[src/hw/rst_seq_pkg.sv]
`default_nettype none

package rst_seq_pkg;

	// Power-on sequencer states
	typedef enum logic [3:0] {
		st_start_dly = 4'd0,
		st_mmcm_rst  = 4'd1,
		st_wait_lock = 4'd2,
		st_adc_init  = 4'd3,
		st_align     = 4'd4,
		st_wait_bpi  = 4'd5,
		st_run       = 4'd6
	} por_state_t;

	// Asynchronous status levels from the board
	typedef struct packed {
		logic mmcm_lock;
		logic qpll_lock;
		logic al_done;
		logic bpi_seq_idle;
	} status_in_t;

	typedef struct packed {
		logic restart_all;
	} restart_t;

	typedef struct packed {
		logic adc_init_rst;
		logic al_start;
		logic mmcm_rst;
		logic sys_rst;
		logic run;
	} seq_ctrl_t;

	typedef logic [4:0] adc_attempt_t;

	localparam seq_ctrl_t SEQ_CTRL_RST = '{
		adc_init_rst: 1'b1,
		al_start:     1'b0,
		mmcm_rst:     1'b0,
		sys_rst:      1'b1,
		run:          1'b0
	};

endpackage

`default_nettype wire

[src/hw/status_sync.sv]
`timescale 1ns/10ps
`default_nettype none

module status_sync #(
	parameter type PAYLOAD_T = logic
) (
	input  wire logic     STUP_CLK,
	input  wire logic     EOS,
	input  wire PAYLOAD_T d_i,
	output PAYLOAD_T      q_o
);

	// First stage may go metastable
	PAYLOAD_T meta_q;

	always_ff @(posedge STUP_CLK or negedge EOS) begin
		if (!EOS) begin
			meta_q <= '0;
			q_o    <= '0;
		end else begin
			meta_q <= d_i;
			q_o    <= meta_q;
		end
	end

endmodule

`default_nettype wire

[src/hw/startup_timer.sv]
`timescale 1ns/10ps
`default_nettype none

module startup_timer #(
	parameter logic [19:0] STRT_DLY = 20'h7FFFF,
	parameter logic [6:0]  POR_TMO  = 7'd120
) (
	input  wire logic STUP_CLK,
	input  wire logic EOS,
	input  wire logic por_cnt_i,
	output logic      strt_dly_done_o,
	output logic      por_done_o
);

	logic [19:0] startup_cnt;
	logic [6:0]  por_tmr;

	assign strt_dly_done_o = (startup_cnt == STRT_DLY);
	assign por_done_o      = por_cnt_i && (por_tmr == POR_TMO);

	// Runs once after reset, then holds
	always_ff @(posedge STUP_CLK or negedge EOS) begin
		if (!EOS) begin
			startup_cnt <= '0;
		end else if (!strt_dly_done_o) begin
			startup_cnt <= startup_cnt + 20'd1;
		end
	end

	// MMCM reset hold timer, cleared whenever not enabled
	always_ff @(posedge STUP_CLK or negedge EOS) begin
		if (!EOS) begin
			por_tmr <= '0;
		end else if (!por_cnt_i) begin
			por_tmr <= '0;
		end else if (!por_done_o) begin
			por_tmr <= por_tmr + 7'd1;
		end
	end

	// Done only after a full hold interval with the enable up
	a_por_done_hold: assert property (
		@(posedge STUP_CLK) disable iff (!EOS)
		$rose(por_done_o) |-> por_cnt_i && $past(por_cnt_i, POR_TMO)
	) else $error("por_done rose without a full POR_TMO interval");

endmodule

`default_nettype wire

[src/hw/por_fsm.sv]
`timescale 1ns/10ps
`default_nettype none

module por_fsm (
	input  wire logic                    STUP_CLK,
	input  wire logic                    EOS,
	input  wire rst_seq_pkg::status_in_t status_i,
	input  wire rst_seq_pkg::restart_t   restart_i,
	input  wire logic                    strt_dly_done_i,
	input  wire logic                    por_done_i,
	input  wire logic                    adc_rdy_i,
	output logic                         por_cnt_o,
	output rst_seq_pkg::seq_ctrl_t       ctrl_o,
	output rst_seq_pkg::por_state_t      por_state_o
);

	import rst_seq_pkg::*;

	por_state_t state_q;
	por_state_t state_d;
	logic       align_q;
	seq_ctrl_t  ctrl_c;
	seq_ctrl_t  ctrl_r1;

	assign por_state_o = state_q;
	assign por_cnt_o   = (state_q == st_mmcm_rst);

	always_comb begin
		state_d = state_q;
		case (state_q)
			st_start_dly: begin
				if (strt_dly_done_i) begin
					state_d = st_mmcm_rst;
				end
			end
			st_mmcm_rst: begin
				if (por_done_i) begin
					state_d = st_wait_lock;
				end
			end
			st_wait_lock: begin
				if (status_i.mmcm_lock && status_i.qpll_lock) begin
					state_d = st_adc_init;
				end
			end
			st_adc_init: begin
				if (adc_rdy_i) begin
					state_d = st_align;
				end
			end
			st_align: begin
				if (!status_i.mmcm_lock) begin
					state_d = st_mmcm_rst;
				end else if (status_i.al_done) begin
					state_d = st_wait_bpi;
				end
			end
			st_wait_bpi: begin
				if (!status_i.mmcm_lock) begin
					state_d = st_mmcm_rst;
				end else if (status_i.bpi_seq_idle) begin
					state_d = st_run;
				end
			end
			st_run: begin
				if (!status_i.mmcm_lock) begin
					state_d = st_mmcm_rst;
				end
			end
			default: state_d = st_start_dly;
		endcase

		// Restart wins once the startup delay is over
		if (restart_i.restart_all && state_q != st_start_dly) begin
			state_d = st_mmcm_rst;
		end
	end

	always_ff @(posedge STUP_CLK or negedge EOS) begin
		if (!EOS) begin
			state_q <= st_start_dly;
			align_q <= 1'b0;
		end else begin
			state_q <= state_d;
			align_q <= (state_q == st_align);
		end
	end

	// Moore decode of the control word
	always_comb begin
		ctrl_c = SEQ_CTRL_RST;
		case (state_q)
			st_mmcm_rst: ctrl_c.mmcm_rst = 1'b1;
			st_adc_init, st_wait_bpi: ctrl_c.adc_init_rst = 1'b0;
			st_align: begin
				ctrl_c.adc_init_rst = 1'b0;
				// Pulse on the first align cycle only
				ctrl_c.al_start     = !align_q;
			end
			st_run: begin
				ctrl_c.adc_init_rst = 1'b0;
				ctrl_c.sys_rst      = 1'b0;
				ctrl_c.run          = 1'b1;
			end
			default: ctrl_c = SEQ_CTRL_RST;
		endcase
	end

	// Two-stage output register
	always_ff @(posedge STUP_CLK or negedge EOS) begin
		if (!EOS) begin
			ctrl_r1 <= SEQ_CTRL_RST;
			ctrl_o  <= SEQ_CTRL_RST;
		end else begin
			ctrl_r1 <= ctrl_c;
			ctrl_o  <= ctrl_r1;
		end
	end

	a_run_excl: assert property (
		@(posedge STUP_CLK) disable iff (!EOS)
		!(ctrl_o.run && ctrl_o.sys_rst)
	) else $error("run and sys_rst high together");

	a_al_start_pulse: assert property (
		@(posedge STUP_CLK) disable iff (!EOS)
		ctrl_o.al_start |=> !ctrl_o.al_start
	) else $error("al_start longer than one cycle");

endmodule

`default_nettype wire

[src/hw/adc_init_seq.sv]
`timescale 1ns/10ps
`default_nettype none

module adc_init_seq #(
	parameter logic [11:0] ADC_TMO     = 12'd1000,
	parameter logic [4:0]  ADC_MAX_TRY = 5'd16
) (
	input  wire logic                STUP_CLK,
	input  wire logic                EOS,
	input  wire logic                init_rst_i,
	input  wire logic                init_done_i,
	output logic                     adc_rdy_o,
	output logic                     adc_init_o,
	output logic                     adc_rst_o,
	output logic                     adc_fail_o,
	output rst_seq_pkg::adc_attempt_t try_o
);

	import rst_seq_pkg::*;

	logic         started_q;
	logic [11:0]  tmo_cnt;
	adc_attempt_t try_q;
	adc_attempt_t try_nxt;

	assign try_nxt = try_q + 5'd1;
	assign try_o   = try_q;

	always_ff @(posedge STUP_CLK or negedge EOS) begin
		if (!EOS) begin
			started_q  <= 1'b0;
			tmo_cnt    <= '0;
			try_q      <= '0;
			adc_rdy_o  <= 1'b0;
			adc_init_o <= 1'b0;
			adc_rst_o  <= 1'b0;
			adc_fail_o <= 1'b0;
		end else if (init_rst_i) begin
			started_q  <= 1'b0;
			tmo_cnt    <= '0;
			try_q      <= '0;
			adc_rdy_o  <= 1'b0;
			adc_init_o <= 1'b0;
			adc_rst_o  <= 1'b0;
			adc_fail_o <= 1'b0;
		end else begin
			adc_rst_o <= 1'b0;
			if (!started_q) begin
				// First attempt right after reset release
				started_q  <= 1'b1;
				adc_rst_o  <= 1'b1;
				adc_init_o <= 1'b1;
				tmo_cnt    <= '0;
			end else if (adc_init_o) begin
				if (init_done_i) begin
					adc_init_o <= 1'b0;
					adc_rdy_o  <= 1'b1;
				end else if (tmo_cnt == ADC_TMO - 12'd1) begin
					try_q <= try_nxt;
					if (try_nxt == ADC_MAX_TRY) begin
						adc_init_o <= 1'b0;
						adc_fail_o <= 1'b1;
					end else begin
						// Retry with a fresh ADC reset
						adc_rst_o <= 1'b1;
						tmo_cnt   <= '0;
					end
				end else begin
					tmo_cnt <= tmo_cnt + 12'd1;
				end
			end
		end
	end

	a_rdy_fail_excl: assert property (
		@(posedge STUP_CLK) disable iff (!EOS)
		!(adc_rdy_o && adc_fail_o)
	) else $error("adc ready and fail both high");

endmodule

`default_nettype wire

[src/hw/reset_manager.sv]
`timescale 1ns/10ps
`default_nettype none

module reset_manager #(
	parameter logic [19:0] STRT_DLY    = 20'h7FFFF,
	parameter logic [6:0]  POR_TMO     = 7'd120,
	parameter logic [11:0] ADC_TMO     = 12'd1000,
	parameter logic [4:0]  ADC_MAX_TRY = 5'd16
) (
	input  wire logic                 STUP_CLK,
	input  wire logic                 EOS,
	input  wire logic                 jtag_sys_rst_i,
	input  wire logic                 csp_sys_rst_i,
	input  wire logic                 mmcm_lock_i,
	input  wire logic                 qpll_lock_i,
	input  wire logic                 al_done_i,
	input  wire logic                 bpi_seq_idle_i,
	input  wire logic                 adc_init_done_i,
	output logic                      mmcm_rst_o,
	output logic                      adc_init_rst_o,
	output logic                      al_start_o,
	output logic                      sys_rst_o,
	output logic                      run_o,
	output logic                      adc_init_o,
	output logic                      adc_rst_o,
	output logic                      adc_rdy_o,
	output logic                      adc_fail_o,
	output rst_seq_pkg::adc_attempt_t adc_try_o,
	output rst_seq_pkg::por_state_t   por_state_o
);

	import rst_seq_pkg::*;

	status_in_t status_raw;
	status_in_t status_s;
	restart_t   restart_raw;
	restart_t   restart_s;
	seq_ctrl_t  ctrl;
	logic       strt_dly_done;
	logic       por_done;
	logic       por_cnt;

	assign status_raw = '{
		mmcm_lock:    mmcm_lock_i,
		qpll_lock:    qpll_lock_i,
		al_done:      al_done_i,
		bpi_seq_idle: bpi_seq_idle_i
	};
	assign restart_raw.restart_all = jtag_sys_rst_i || csp_sys_rst_i;

	assign mmcm_rst_o     = ctrl.mmcm_rst;
	assign adc_init_rst_o = ctrl.adc_init_rst;
	assign al_start_o     = ctrl.al_start;
	assign sys_rst_o      = ctrl.sys_rst;
	assign run_o          = ctrl.run;

	status_sync #(.PAYLOAD_T(status_in_t)) status_sync_i (
		.STUP_CLK(STUP_CLK), .EOS(EOS), .d_i(status_raw), .q_o(status_s)
	);

	status_sync #(.PAYLOAD_T(restart_t)) restart_sync_i (
		.STUP_CLK(STUP_CLK), .EOS(EOS), .d_i(restart_raw), .q_o(restart_s)
	);

	startup_timer #(.STRT_DLY(STRT_DLY), .POR_TMO(POR_TMO)) startup_timer_i (
		.STUP_CLK(STUP_CLK), .EOS(EOS), .por_cnt_i(por_cnt),
		.strt_dly_done_o(strt_dly_done), .por_done_o(por_done)
	);

	por_fsm por_fsm_i (
		.STUP_CLK(STUP_CLK), .EOS(EOS), .status_i(status_s), .restart_i(restart_s),
		.strt_dly_done_i(strt_dly_done), .por_done_i(por_done), .adc_rdy_i(adc_rdy_o),
		.por_cnt_o(por_cnt), .ctrl_o(ctrl), .por_state_o(por_state_o)
	);

	adc_init_seq #(.ADC_TMO(ADC_TMO), .ADC_MAX_TRY(ADC_MAX_TRY)) adc_init_seq_i (
		.STUP_CLK(STUP_CLK), .EOS(EOS), .init_rst_i(ctrl.adc_init_rst),
		.init_done_i(adc_init_done_i), .adc_rdy_o(adc_rdy_o), .adc_init_o(adc_init_o),
		.adc_rst_o(adc_rst_o), .adc_fail_o(adc_fail_o), .try_o(adc_try_o)
	);

endmodule

`default_nettype wire

[config.mk]
export PLATFORM = sky130hd
export DESIGN_NAME = reset_manager
export DESIGN_NICKNAME = d
export VERILOG_FILES = /design/src/hw/rst_seq_pkg.sv /design/src/hw/status_sync.sv /design/src/hw/startup_timer.sv /design/src/hw/por_fsm.sv /design/src/hw/adc_init_seq.sv /design/src/hw/reset_manager.sv
export SDC_FILE = /design/constraint.sdc
export NUM_CORES = 1
export LEC_CHECK = 0
export BUFFER_PORTS_ARGS = -buffer_cell sky130_fd_sc_hd__buf_2
export CORE_MARGIN = 2
export CORE_UTILIZATION = 48
export DETAILED_ROUTE_END_ITERATION = 16
export PLACE_DENSITY = 0.66
export SLEW_MARGIN = 5
export SYNTH_ARGS = -nofsm -noshare
export SYNTH_HDL_FRONTEND = slang
export SYNTH_SLANG_ARGS = --single-unit
[constraint.sdc]
create_clock -name STUP_CLK -period 2.55 [get_ports STUP_CLK]
set_clock_uncertainty 0.2 [all_clocks]
set_input_delay 0.3825 -clock STUP_CLK [delete_from_list [all_inputs] [get_ports STUP_CLK]]
set_output_delay 0.3825 -clock STUP_CLK [all_outputs]
set_load 0.02 [all_outputs]
After elaboration in Yosys (flattened, before gate mapping)
Index checks and enable logic that the tools add are counted.
{ "totals": {"regBits": 74, "latchBits": 0, "ramBits": 0, "n_memories": 0, "rom_bits": 0, "word_cells": 125, "out_inout_bits": 18, "input_bits": 9} }
{ "op_classes": {"n_eq_ne": 22, "shift": 0, "n_lt_le_gt_ge": 0, "mul": 0, "n_div": 0, "n_addsub": 4, "muxes": 50, "reduce_logical": 18, "bitwise_logic": 0} }
{ "op_table": {"columns": ["op", "count"], "rows": [
  ["12-bit two-way mux", 6],
  ["4-bit two-way mux", 10],
  ["4-bit case mux with 7 select lines", 1],
  ["1-bit two-way mux", 25],
  ["5-bit two-way mux", 5],
  ["20-bit by 1-bit adder with 20-bit output, second input constant", 1],
  ["20-bit by 19-bit equality test with 1-bit output, second input constant", 1],
  ["7-bit two-way mux", 2],
  ["12-bit by 1-bit adder with 12-bit output, second input constant", 1],
  ["12-bit by 10-bit equality test with 1-bit output, second input constant", 1],
  ["4-bit by 3-bit equality test with 1-bit output, second input constant", 3],
  ["2-bit nonzero test", 5],
  ["3-bit by 1-bit != test with 1-bit output, second input constant", 3],
  ["3-bit by 2-bit != test with 1-bit output, second input constant", 3],
  ["4-bit by 2-bit equality test with 1-bit output, second input constant", 2],
  ["4-bit by 3-bit != test with 1-bit output, second input constant", 2],
  ["7-bit by 1-bit adder with 7-bit output, second input constant", 1],
  ["7-bit equality test, second input constant", 1],
  ["7-bit AND reduction", 1],
  ["3-bit AND reduction", 2],
  ["5-bit by 1-bit adder with 5-bit output, second input constant", 1],
  ["5-bit equality test, second input constant", 1],
  ["5-bit AND reduction", 1],
  ["4-bit by 1-bit equality test with 1-bit output, second input constant", 1],
  ["other kinds (12)", 14]
]} }

Depth between registers and ports, before layout
Gate-level depths: netlist (run 1).
{ "logic_depth": {"ltp_word": 8, "mapped_depth": 7, "ltp_nobuf": 7} }

By module
A second synthesis (run 1) with hierarchy kept.
{ "unflattened": {"hier_cells": 320, "hier_area_um2": 3509.6} }
{ "by_module_without_submodules": {"columns": ["module", "cells_per_inst", "seq_area_each_um2", "instances", "area_each_um2"], "rows": [
  ["startup_timer", 127, 675.6, 1, 1418.9],
  ["adc_init_seq", 132, 550.5, 1, 1257.5],
  ["por_fsm", 50, 355.3, 1, 576.8],
  ["status_sync (status_sync_i)", 8, 200.2, 1, 200.2],
  ["status_sync (restart_sync_i)", 2, 50.0, 1, 50.0],
  ["reset_manager", 1, 0.0, 1, 6.3]
]} }

Least setup slack after synthesis (run 1)
No wires, ideal clock.
{ "synth_path": {"kind": "flip-flop to flip-flop", "startpoint": "register adc_init_seq_i.tmo_cnt[4]", "endpoint": "register adc_init_seq_i.tmo_cnt[6]", "path_stages_with_launch": 7, "arrival_time_ps": 1752, "slack_ps": 470, "required_time_ps": 2222, "setup_time_ps": 128, "period_less_slack_ps": 2080, "path_buffers": 1, "path_cell_list": "dfrtp_1 or4_4 o31a_1 and2_4 buf_6 a41oi_1 a31oi_1"} }
{ "synth_between": {"elab_chain_len": 6, "elab_cells_between_ends": 9, "classes_between": "add/sub (1); eq/ne (2); mux (5); reduce/logical (1)"} }
{ "synth_lines": {"columns": ["item", "line", "source"], "rows": [
  ["from (decl)", "adc_init_seq.sv:22", "logic [11:0] tmo_cnt;"],
  ["from (signal assigned)", "adc_init_seq.sv:69", "tmo_cnt <= tmo_cnt + 12'd1;"],
  ["12-bit by 1-bit adder with 12-bit output / 12-bit by 10-bit equality test with 1-bit output (equally long branches)", "adc_init_seq.sv:69, adc_init_seq.sv:58", null],
  ["12-bit two-way mux", "adc_init_seq.sv:58", "end else if (tmo_cnt == ADC_TMO - 12'd1) begin"],
  ["12-bit two-way mux", "adc_init_seq.sv:55", "if (init_done_i) begin"],
  ["12-bit two-way mux", "adc_init_seq.sv:54", "end else if (adc_init_o) begin"],
  ["12-bit two-way mux", "adc_init_seq.sv:48", "if (!started_q) begin"],
  ["12-bit two-way mux", "adc_init_seq.sv:38", "end else if (init_rst_i) begin"]
]} }
Several ways; a longest one is shown, not always the timed one. The select of a mux whose other input is x is not followed.
A chain may end at the register's enable or synchronous reset.

Worst setup path in the final report (run 1)
{ "layout_path": {"startpoint": "register adc_init_seq_i.tmo_cnt[4]", "endpoint": "register adc_init_seq_i.tmo_cnt[11]"} }
Same word-level chain as after synthesis.

==> summary.txt, run 1 <==
Clocking
  – Num Clock Sinks: 73
  – Postcts setup bufs: 0
  – CTS Root Cell: clkbuf_8
  – Post-CTS Hold Fix Bufs: 5
  – TritonCTS clock tree: yes
  – Inserted Clock Buffers: 9
  – Post-CTS Resized: 0
  – Clock latency on the worst-skew pair: between 300 and 400 ps
  – H-Tree Depth: 3
  – Clock-pin slew on the worst setup and hold paths: 80 ps
  – Longest Clk Path Bufs: 2

Place
  – Placer congestion estimate: 0.783
  – Dpl ws: about 290 ps
  – Cells after DPL: approximately 400
  – HPWL after detailed placement: around 3800 um
  – IO buf count: 25

Logic synthesis
  – EDFF count, synth: 0
  – Xor-xnor portion of the synthesized cell area: 6.64%
  – Synth warn: 0
  – Syn nets: 313
  – Synth unique cells: 58
  – Sequential fraction of the synthesis area: 55.5%
  – Post-synthesis instance total: 299
  – Largest family of logic cells by synthesized area: simple AND/OR/NAND/NOR gates
  – Multiplexer area fraction after synthesis: less than 1%
  – Post-synth ARST share: 100%
  – Synth Area in Simple Gates: 21.9%
  – Register bit count reported by yosys: 73
  – Adder-cell share of the synthesized area: 1.90%
  – Ys flop type: dfrtp_1
  – Synthesized cell area: 3300 um2
  – Compound-Gate Fraction of Synth Area: a little under a tenth
  – Avg Cell Area, Syn: 11.0 um2

Global routing
  – Gr busiest metal: met2
  – GR Util met1: 23.5%
  – Number of global-route vias before repair: 2218
  – GRT met2 Usage: 25.7%
  – First-pass GRT wire length: 10100 um
  – GRT Total Usage: 17.2%
  – Largest net degree at the start of global routing: 74
  – Met3 Usage GRT: 4.17%
  – Global route total overflow: 0
  – Initial antenna violation count: 0

Power
  – VDD IR max: 372 uV
  – Pwr Total: 2180 uW
  – Static leakage: 0.00167 uW
  – Power per Cell Area: 583 nW/um2

Finish
  – Area grow syn2layout: 13.4%
  – Fin cells: approximately 420
  – Final nets: roughly 350
  – Diodes inserted: 0
  – Filler cells: 572
  – Fraction of layout cells with a size suffix above 1: ~18%

Critical path
  – Crit path capture type: register
  – Crit path required time: 2580 ps
  – CP Launch Point: adc_init_seq_i.tmo_cnt[4]
  – Crit Reg-Reg Startpoint: adc_init_seq_i.tmo_cnt[4]
  – Critical path class: reg -> reg
  – CP max FO: 11
  – Worst EP arrival: about 2300 ps
  – Worst Setup Start Kind: register

Routing
  – Drt initial violations: 120
  – Via Count: 2295
  – DR pass1 iterations: 4
  – Remaining DRCs: 0
  – Final wirelength: 5740 um
  – Post-detailed-route count of antenna-violating nets: 0
  – WL per Instance: 13.7 um
  – Routed vias/inst: ~5.5

Timing
  – RSZ-0062 raised after global routing: false
  – Final setup fails: 0
  – Fin Setup TNS: 0 ps
  – Achievable Freq: around 440 MHz
  – PnR worst setup slack: between 200 and 300 ps
  – Final hold viol count: 0
  – Min Tclk post-route: 2280 ps
  – Max-slew violation count: 0
  – Final period utilization: 89.4%

Floorplan
  – Initial Utilization: between 40% and 50%
  – Die Y: 86.9 um
  – Standard-cell rows: 30
  – IO Count: 27
  – Core Region: 6720 um2
  – Die X: 86.9 um
  – Die area: 7550 um2

Min path
  – Hold Crit Class: in -> reg
  – Min-delay src: csp_sys_rst_i

Job
  – Max_cap viols: 0

Run status
  – Status: complete, no violations
## synth_stat cells, drive strengths merged (2+ instances only)
master   n  share of area, %
inv      7              0.80
nor3b    3              0.68
a41oi    4               1.3
xnor2   14               3.7
a31oi   12               2.3
a21oi    8               1.2
and2b    2              0.53
or3b     2              0.53
nor2b    2              0.38
o31ai    2              0.46
nor3     7               1.1
nand2b   7               1.3
nor4     2              0.83
clkbuf   4              0.46
ha       5               1.9
and2     8               1.6
or4      2              0.57
dfrtp   69                52
nor2    18               2.0
dfstp    4               3.2
buf      5               1.2
nand3   19               2.9
o21ai    9               1.4
xor2    11               2.9
nand2   28               3.3
nand4    8               1.5
and3    11               2.1
mux2i    2              0.61
nand4b   4               1.1
## critical path, cell delays in order (launching register included)
cell	delay, ps
dfrtp_1	440
or4_4	580
o31a_1	400
and2_4	260
a41oi_1	220
a31oi_1	60
## through the flow
stage	hold slack, ps	instance area [um2]	util [%]
final	27.6	3740	55.6
after floorplan	-113	3300	-
after global routing	12.9	3740	55.6
after detailed placement	135	3480	51.8
after global placement	134	3480	51.8
after CTS	14.1	3740	55.6
## kinds of logic (layout without fill, tap and decap cells)
group	Yosys count	in the layout
adders and majority gates	5	5
xor gates and xnor gates	25	25
buffers and inverters	17	57
and+or+nand+nor	129	129
muxes	3	3
other	1	1
DFF	73	73
AOI/OAI and AO/OA	46	46
## cell type report
| type | instances | area, um2 | share of cell area (%) |
|---|---|---|---|
| clock inverter | 6 | 82.6 | 2.21 |
| tap | 80 | 100 | 2.68 |
| timing repair buffer | 34 | 218 | 5.82 |
| multi-input combinational | 209 | 1350 | 36.2 |
| sequential | 73 | 1830 | 49.0 |
| inverter | 7 | 26.3 | 0.703 |
| clock buffer | 10 | 128 | 3.41 |
## per-layer routing
layer	wire length, um	part of all wire (%)
met1	2830	49
met2	2590	45
met3	280	4.9
met4	43	0.75
met5	0	0
## final timing paths
| path | endpoint | slack, ps | cells after the start |
|---|---|---|---|
| worst max-delay path | adc_init_seq_i.tmo_cnt[11] | 270 | 5 |
| worst min-delay path | restart_sync_i.meta_q | 30 | 2 |
| worst max register to register | adc_init_seq_i.tmo_cnt[11] | 270 | 5 |
| worst min register to register | status_sync_i.q_o[1] | 150 | 0 |
| max in group asynchronous | por_fsm_i.ctrl_r1[4] | 1430 | 3 |
| min in group asynchronous | adc_init_seq_i.tmo_cnt[6] | 400 | 3 |
## state kept, by name, summed over array words and instances, names as in the netlist
name / flops
por_fsm_i.ctrl_r1: 5
status_sync_i.q_o: 4
adc_init_seq_i.adc_rdy_o: 1
restart_sync_i.q_o: 1
adc_init_seq_i.adc_fail_o: 1
por_fsm_i.ctrl_o: 5
adc_init_seq_i.started_q: 1
adc_init_seq_i.try_o: 5
adc_init_seq_i.tmo_cnt: 12
restart_sync_i.meta_q: 1
adc_init_seq_i.adc_rst_o: 1
adc_init_seq_i.adc_init_o: 1
startup_timer_i.startup_cnt: 20
startup_timer_i.por_tmr: 7
por_fsm_i.align_q: 1
por_fsm_i.por_state_o: 3
status_sync_i.meta_q: 4
## layout by cell type, fill, tap and decap left out, types with 8 or more instances in the layout
cell type   n
dfrtp_1    69
nand4_1     8
clkbuf_8    9
buf_2      25
o21ai_0     9
xor2_1     11
xnor2_1    14
nand3_1    19
and3_1     10
a21oi_1     8
nor2_1     18
nand2_1    26
a31oi_1    12
## where the power goes
group	internal (uW)	switching, uW	total (uW)
Combinational	14.7	26.1	40.8
Sequential	1170	3.00	1170
Clock	546	424	970
No activity file was read; power rests on OpenSTA's default activity.
==> run 2, diff against run 1 <==
Settings changed: CORE_ASPECT_RATIO set to 0.75, CORE_UTILIZATION 48 to 45, PLACE_DENSITY 0.66 to not set.
==> summary.txt, run 2 (synthesis results as in run 1) <==
Timing
  – Final hold viol count: 0 (unchanged)
  – Final period utilization: 89.1% (-0.30 points)
  – RSZ-0062 raised after global routing: false
  – WHS: 27.4 ps (-0.180 ps)
  – Achievable Freq: 440 MHz (+0.33%)
  – Final setup fails: 0 (unchanged)
  – Worst Max-Slew Pin Slew: 604 ps
  – Relative slew slack: 59.8%
  – Min Tclk post-route: 2270 ps (-7.58 ps)
  – Fin Setup TNS: 0 ps (unchanged)
  – Max-slew violation count: 0 (unchanged)

Power
  – Internal Dissipation: 1790 uW (+3.6%)
  – VDD IR max: 412 uV (+11%)
  – Clock power frac: 45.9% (+1.4 points)
  – Combinational power share: 1.9% (about the same)
  – Sequential share of power: 52.2% (-1.4 points)
  – Sw Ratio: 20.2% (-0.63 points)
  – Pwr Total: 2240 uW (+2.8%)
  – Static leakage: 0.00169 uW (+1.4%)
  – Power per Cell Area: 589 nW/um2 (+1.0%)
  – Sw Pwr: 451 uW (-0.37%)

Floorplan
  – Die area: 8040 um2 (+6.5%)
  – Standard-cell rows: 26 (-13%)
  – Initial Utilization: 47.4% (-1.7 points)
  – Core Region: 6960 um2 (+3.6%)
  – Die Y: 78.1 um (-10%)
  – IO Count: 27 (unchanged)
  – Die X: 103 um (+18%)

Clocking
  – CTS Root Cell: clkbuf_8
  – Postcts setup bufs: 0 (unchanged)
  – TritonCTS clock tree: yes
  – Num Clock Sinks: 73 (unchanged)
  – Longest Clk Path Bufs: 2 (unchanged)
  – Clock latency on the worst-skew pair: 340 ps (about the same)
  – Clock-pin slew on the worst setup and hold paths: 80 ps (about the same)
  – H-Tree Depth: 3 (unchanged)
  – Inserted Clock Buffers: 9 (unchanged)

Finish
  – Diodes inserted: 0 (unchanged)
  – Area grow syn2layout: 15.3%
  – Cell area after layout: 3800 um2 (+1.7%)
  – Fraction of layout cells with a size suffix above 1: 19.0% (+0.72 points)
  – Fin cells: 440 (+5.0%)
  – Biggest regs: startup_timer_i.startup_cnt x20, adc_init_seq_i.tmo_cnt x12, startup_timer_i.por_tmr x7
  – Most flop-heavy register: startup_timer_i.startup_cnt
  – Final nets: 351 (+0.86%)
  – Max reg flops: 20 (unchanged)
  – Most frequent cells in the layout: dfrtp_1, nand2_1, buf_2
  – Commonest non-fill, non-tap cell in the layout: dfrtp_1

Critical path
  – Worst Setup Start Kind: register
  – CP max FO: 11 (unchanged)
  – Crit path required time: 2570 ps (about the same)
  – Worst EP arrival: 2290 ps (about the same)
  – Critical path class: reg -> reg
  – Crit path capture type: register

Job
  – Max_cap viols: 0 (unchanged)

Run status
  – Status: complete, no violations

Global routing
  – GRT Total Usage: 16.8% (-0.44 points)
  – Global route total overflow: 0 (unchanged)
  – Initial antenna violation count: 0 (unchanged)
  – Largest net degree at the start of global routing: 39 (-47%)
  – First-pass GRT wire length: 10500 um (+3.7%)
  – Number of global-route vias before repair: 2214 (-0.18%)

Place
  – Placed cell area: 3520 um2 (+1.3%)
  – HPWL after detailed placement: 4100 um (+8.5%)
  – Placer congestion estimate: 0.814 (+3.9%)
  – Cells after DPL: 419 (+5.3%)
  – IO buf count: 25 (unchanged)

Routing
  – DR pass1 iterations: 4 (unchanged)
  – Via Count: 2286 (-0.39%)
  – Remaining DRCs: 0 (unchanged)
  – WL per Instance: 13.5 um (-1.6%)
  – Routed vias/inst: 5.20 (-5.1%)
  – Final wirelength: 5930 um (+3.3%)
  – Post-detailed-route count of antenna-violating nets: 0 (unchanged)
  – Drt initial violations: 135 (+13%)

Min path
  – Hold Crit Class: in -> reg
-- run 2: layer usage --
metal	GRT usage (%)	up-vias	routed length (um)
li1	-	1137	-
met5	0	-	0
met2	23.3	42	2490
met1	24.7	1102	3170
met4	4.74	0	56
met3	5.88	5	213
-- run 2: final cells by class --
class	instances	area [um2]
flip-flops and latches	73	1830
inverters	7	26.3
well taps	98	123
clock buffers	12	155
fillers	631	3160
clock inverters	4	73.8
multi-input cells	209	1350
repair buffers	37	240
-- run 2: critical path: stages, from the launching register on --
cell	delay, ps
dfrtp_1	450
or4_4	590
o31a_1	390
and2_4	250
a41oi_1	210
a31oi_1	70
-- run 2: worst paths after layout --
path	startpoint	end	slack, ps	depth (start not counted)
min reg2reg	por_fsm_i.ctrl_r1[2]	por_fsm_i.ctrl_o[2]	150	0
max in group asynchronous	EOS	por_fsm_i.ctrl_r1[1]	1100	3
max reg2reg	adc_init_seq_i.tmo_cnt[4]	adc_init_seq_i.tmo_cnt[11]	280	5
max	adc_init_seq_i.tmo_cnt[4]	adc_init_seq_i.tmo_cnt[11]	280	5
min in group asynchronous	EOS	adc_init_seq_i.tmo_cnt[5]	380	2
min	jtag_sys_rst_i	restart_sync_i.meta_q	30	2
-- run 2: repair_timing --
action                                 CTS  global route
resized for setup                        0             0
hold buffers                             5             0
endpoints found under the hold margin   27             0
-- run 2: power groups by stage --
stage / Clock (uW) / Combinational, uW / Sequential [uW]
floorplan: 0 / 5.31 / 1190
global placement: 0 / 38.7 / 1190
global route: 1120 / 50.0 / 1170
CTS: 1070 / 44.9 / 1170
detailed placement: 0 / 39.0 / 1190
finish: 1030 / 42.2 / 1170
-- run 2: stage by stage --
step | util, % | setup slack, ps
floorplan | - | 470
global placement | 50.6 | 347
detailed placement | 50.6 | 301
CTS | 54.6 | 292
global route | 54.6 | 91.8
finish | 54.6 | 279
==> run 3, diff against run 2 <==
Settings changed: CORE_UTILIZATION 45 to 38.
==> summary.txt, run 3 (synthesis results as in run 1) <==
Run status
  – Status: complete, no violations

Floorplan
  – Standard-cell rows: 29 (+12%)
  – Core Region: 8450 um2 (+21%)
  – Initial Utilization: 39.0% (-8.4 points)
  – Die Y: 84.7 um (+8.4%)
  – IO Count: 27 (unchanged)
  – Die area: 9450 um2 (+18%)
  – Die X: 112 um (+8.5%)

Finish
  – Final nets: 351 (unchanged)
  – Filler cells: 772 (+22%)
  – Register area: 1830 um2 (unchanged)
  – Diodes inserted: 0 (unchanged)
  – Most flop-heavy register: startup_timer_i.startup_cnt
  – Biggest regs: startup_timer_i.startup_cnt x20, adc_init_seq_i.tmo_cnt x12, startup_timer_i.por_tmr x7
  – Final Util: 46.1% (-8.5 points)
  – Multi-input gate area: 1350 um2 (unchanged)
  – Most frequent cells in the layout: dfrtp_1, nand2_1, buf_2
  – Fraction of layout cells with a size suffix above 1: 18.7% (-0.29 points)
  – Area grow syn2layout: 18.1%
  – Commonest non-fill, non-tap cell in the layout: dfrtp_1
  – Max reg flops: 20 (unchanged)

Critical path
  – Worst EP arrival: 2270 ps (-20 ps)
  – Critical path class: reg -> reg
  – Cells along the critical path: or4_4, o31a_1, and2_4, a41oi_1, a31oi_1
  – Crit Reg-Reg Startpoint: adc_init_seq_i.tmo_cnt[4]
  – Worst Setup Start Kind: register
  – CP max FO: 11 (unchanged)
  – Register-to-Register Path Depth: 5 (unchanged)
  – CP Buf/Inv Count: 0 (unchanged)
  – Crit Reg-Reg Endpoint: adc_init_seq_i.tmo_cnt[11]
  – Crit path required time: 2560 ps (about the same)
  – Crit path capture type: register
  – Delay of the slowest cell on the worst path: 590 ps (about the same)
  – Crit path max-delay family: simple AND/OR/NAND/NOR gates
  – R2r setup slk: 290 ps (about the same)
  – Critical Path Slowest Stage Cell: or4_4

Routing
  – Via Count: 2319 (+1.4%)
  – Drt initial violations: 156 (+16%)
  – DR pass1 iterations: 4 (unchanged)
  – Routed vias/inst: 5.15 (-0.81%)
  – Remaining DRCs: 0 (unchanged)
  – WL per Instance: 13.6 um (+0.66%)
  – Post-detailed-route count of antenna-violating nets: 0 (unchanged)
  – Final wirelength: 6110 um (+2.9%)

Place
  – HPWL after detailed placement: 4110 um (+0.27%)
  – IO buf count: 25 (unchanged)
  – Dpl ws: 316 ps (+15.5 ps)
  – Placer congestion estimate: 0.839 (+3.1%)

Clocking
  – Inserted Clock Buffers: 9 (unchanged)
  – Clock-pin slew on the worst setup and hold paths: 50 ps (-30 ps)
  – Post-CTS Resized: 0 (unchanged)
  – H-Tree Depth: 3 (unchanged)
  – CTS Root Cell: clkbuf_16
  – TritonCTS clock tree: yes
  – Postcts setup bufs: 0 (unchanged)
  – Clock latency on the worst-skew pair: 330 ps (about the same)
  – Num Clock Sinks: 73 (unchanged)
  – Longest Clk Path Bufs: 2 (unchanged)

Power
  – Combinational power share: 1.7% (-0.2 points)
  – Sequential share of power: 46.7% (-5.5 points)
  – Clock power frac: 51.6% (+5.7 points)
  – VDD IR max: 477 uV (+16%)
  – Internal Dissipation: 2020 uW (+13%)
  – Sw Ratio: 19.4% (-0.75 points)
  – Static leakage: 0.00173 uW (+2.1%)
  – Sw Pwr: 486 uW (+7.7%)
  – Power per Cell Area: 643 nW/um2 (+9.2%)

Job
  – Max_cap viols: 0 (unchanged)

Min path
  – Hold Crit Class: in -> reg
  – Hold endpoint: restart_sync_i.meta_q
  – Hold Crit Depth: 2 (unchanged)
  – Min-delay src: jtag_sys_rst_i

Timing
  – Final setup fails: 0 (unchanged)
  – PnR worst setup slack: 292 ps (+13.4 ps)
  – RSZ-0062 raised after global routing: false
  – Fin Setup TNS: 0 ps (unchanged)
  – Achievable Freq: 443 MHz (+0.59%)
  – Final period utilization: 88.5% (-0.53 points)
  – Max-slew violation count: 0 (unchanged)
  – Min Tclk post-route: 2260 ps (-13.4 ps)
  – Final hold viol count: 0 (unchanged)

Global routing
  – Initial antenna violation count: 0 (unchanged)
  – Global route total overflow: 0 (unchanged)
  – Number of global-route vias before repair: 2290 (+3.4%)
  – Largest net degree at the start of global routing: 48 (+23%)
  – First-pass GRT wire length: 11000 um (+4.7%)
  – GRT Total Usage: 14.6% (-2.2 points)
==> run 3: changes by cell type in the layout (fill, tap and decap cells not counted), sizes merged <==
cell,before,now
clkbuf,12,14
bufinv,2,1
inv,8,7
==> run 3: area by class of cell <==
cell class	count	share of cell area [%]
Tap cell	108	3.47
Sequential cell	73	47.0
Inverter	7	0.675
Clock inverter	2	0.899
Multi-Input combinational cell	209	34.7
Clock buffer	14	7.04
Timing Repair Buffer	37	6.17
==> run 3: power groups by stage <==
stage / Combinational [uW] / Clock (uW) / Sequential, uW
6_report: 42.9 / 1290 / 1170
5_1_grt: 50.4 / 1390 / 1170
4_1_cts: 45.8 / 1330 / 1170
3_5_place_dp: 40.0 / 0 / 1190
3_3_place_gp: 39.1 / 0 / 1190
2_1_floorplan: 5.31 / 0 / 1190
==> run 3: what timing repair did <==
action                                  CTS  global route
hold buffers                              5             0
endpoints found under the setup margin    0             0
hold endpoints to repair                 14             0
==> run 3: worst max path at each step <==
stage	depth (start not counted)	slack, ps	startpoint	end
after floorplan	6	470	adc_init_seq_i.tmo_cnt[4]	adc_init_seq_i.tmo_cnt[6]
after global placement	5	340	adc_init_seq_i.tmo_cnt[4]	adc_init_seq_i.tmo_cnt[11]
after detailed placement	5	320	adc_init_seq_i.tmo_cnt[4]	adc_init_seq_i.tmo_cnt[6]
after CTS	5	310	adc_init_seq_i.tmo_cnt[4]	adc_init_seq_i.tmo_cnt[6]
after global routing	5	170	adc_init_seq_i.tmo_cnt[4]	adc_init_seq_i.tmo_cnt[10]
final	5	290	adc_init_seq_i.tmo_cnt[4]	adc_init_seq_i.tmo_cnt[11]
==> run 3: layer usage <==
metal	up-vias	share of wire [%]	wire [um]	track usage, %
li1	1142	-	-	-
met5	-	0	0	0
met2	48	42	2560	21.3
met4	0	1.0	64	5.39
met3	6	5.1	311	5.63
met1	1123	52	3180	19.8
==> run 3: stage by stage <==
step	area, um2	hold WS (ps)	total power, uW	std cells
finish	3890	48.1	2510	450
CTS	3890	41.7	2540	450
floorplan	3300	-113	1200	299
global placement	3540	95.2	1230	429
global route	3890	41.3	2610	450
detailed placement	3540	97.9	1230	429
==> run 3: worst reg2reg max path: cells and delay by family, from the launching register on <==
| family | cells | cell delay (ps) |
|---|---|---|
| DFF | 1 | 440 |
| and+or+nand+nor | 2 | 850 |
| AOI/OAI and AO/OA | 3 | 660 |
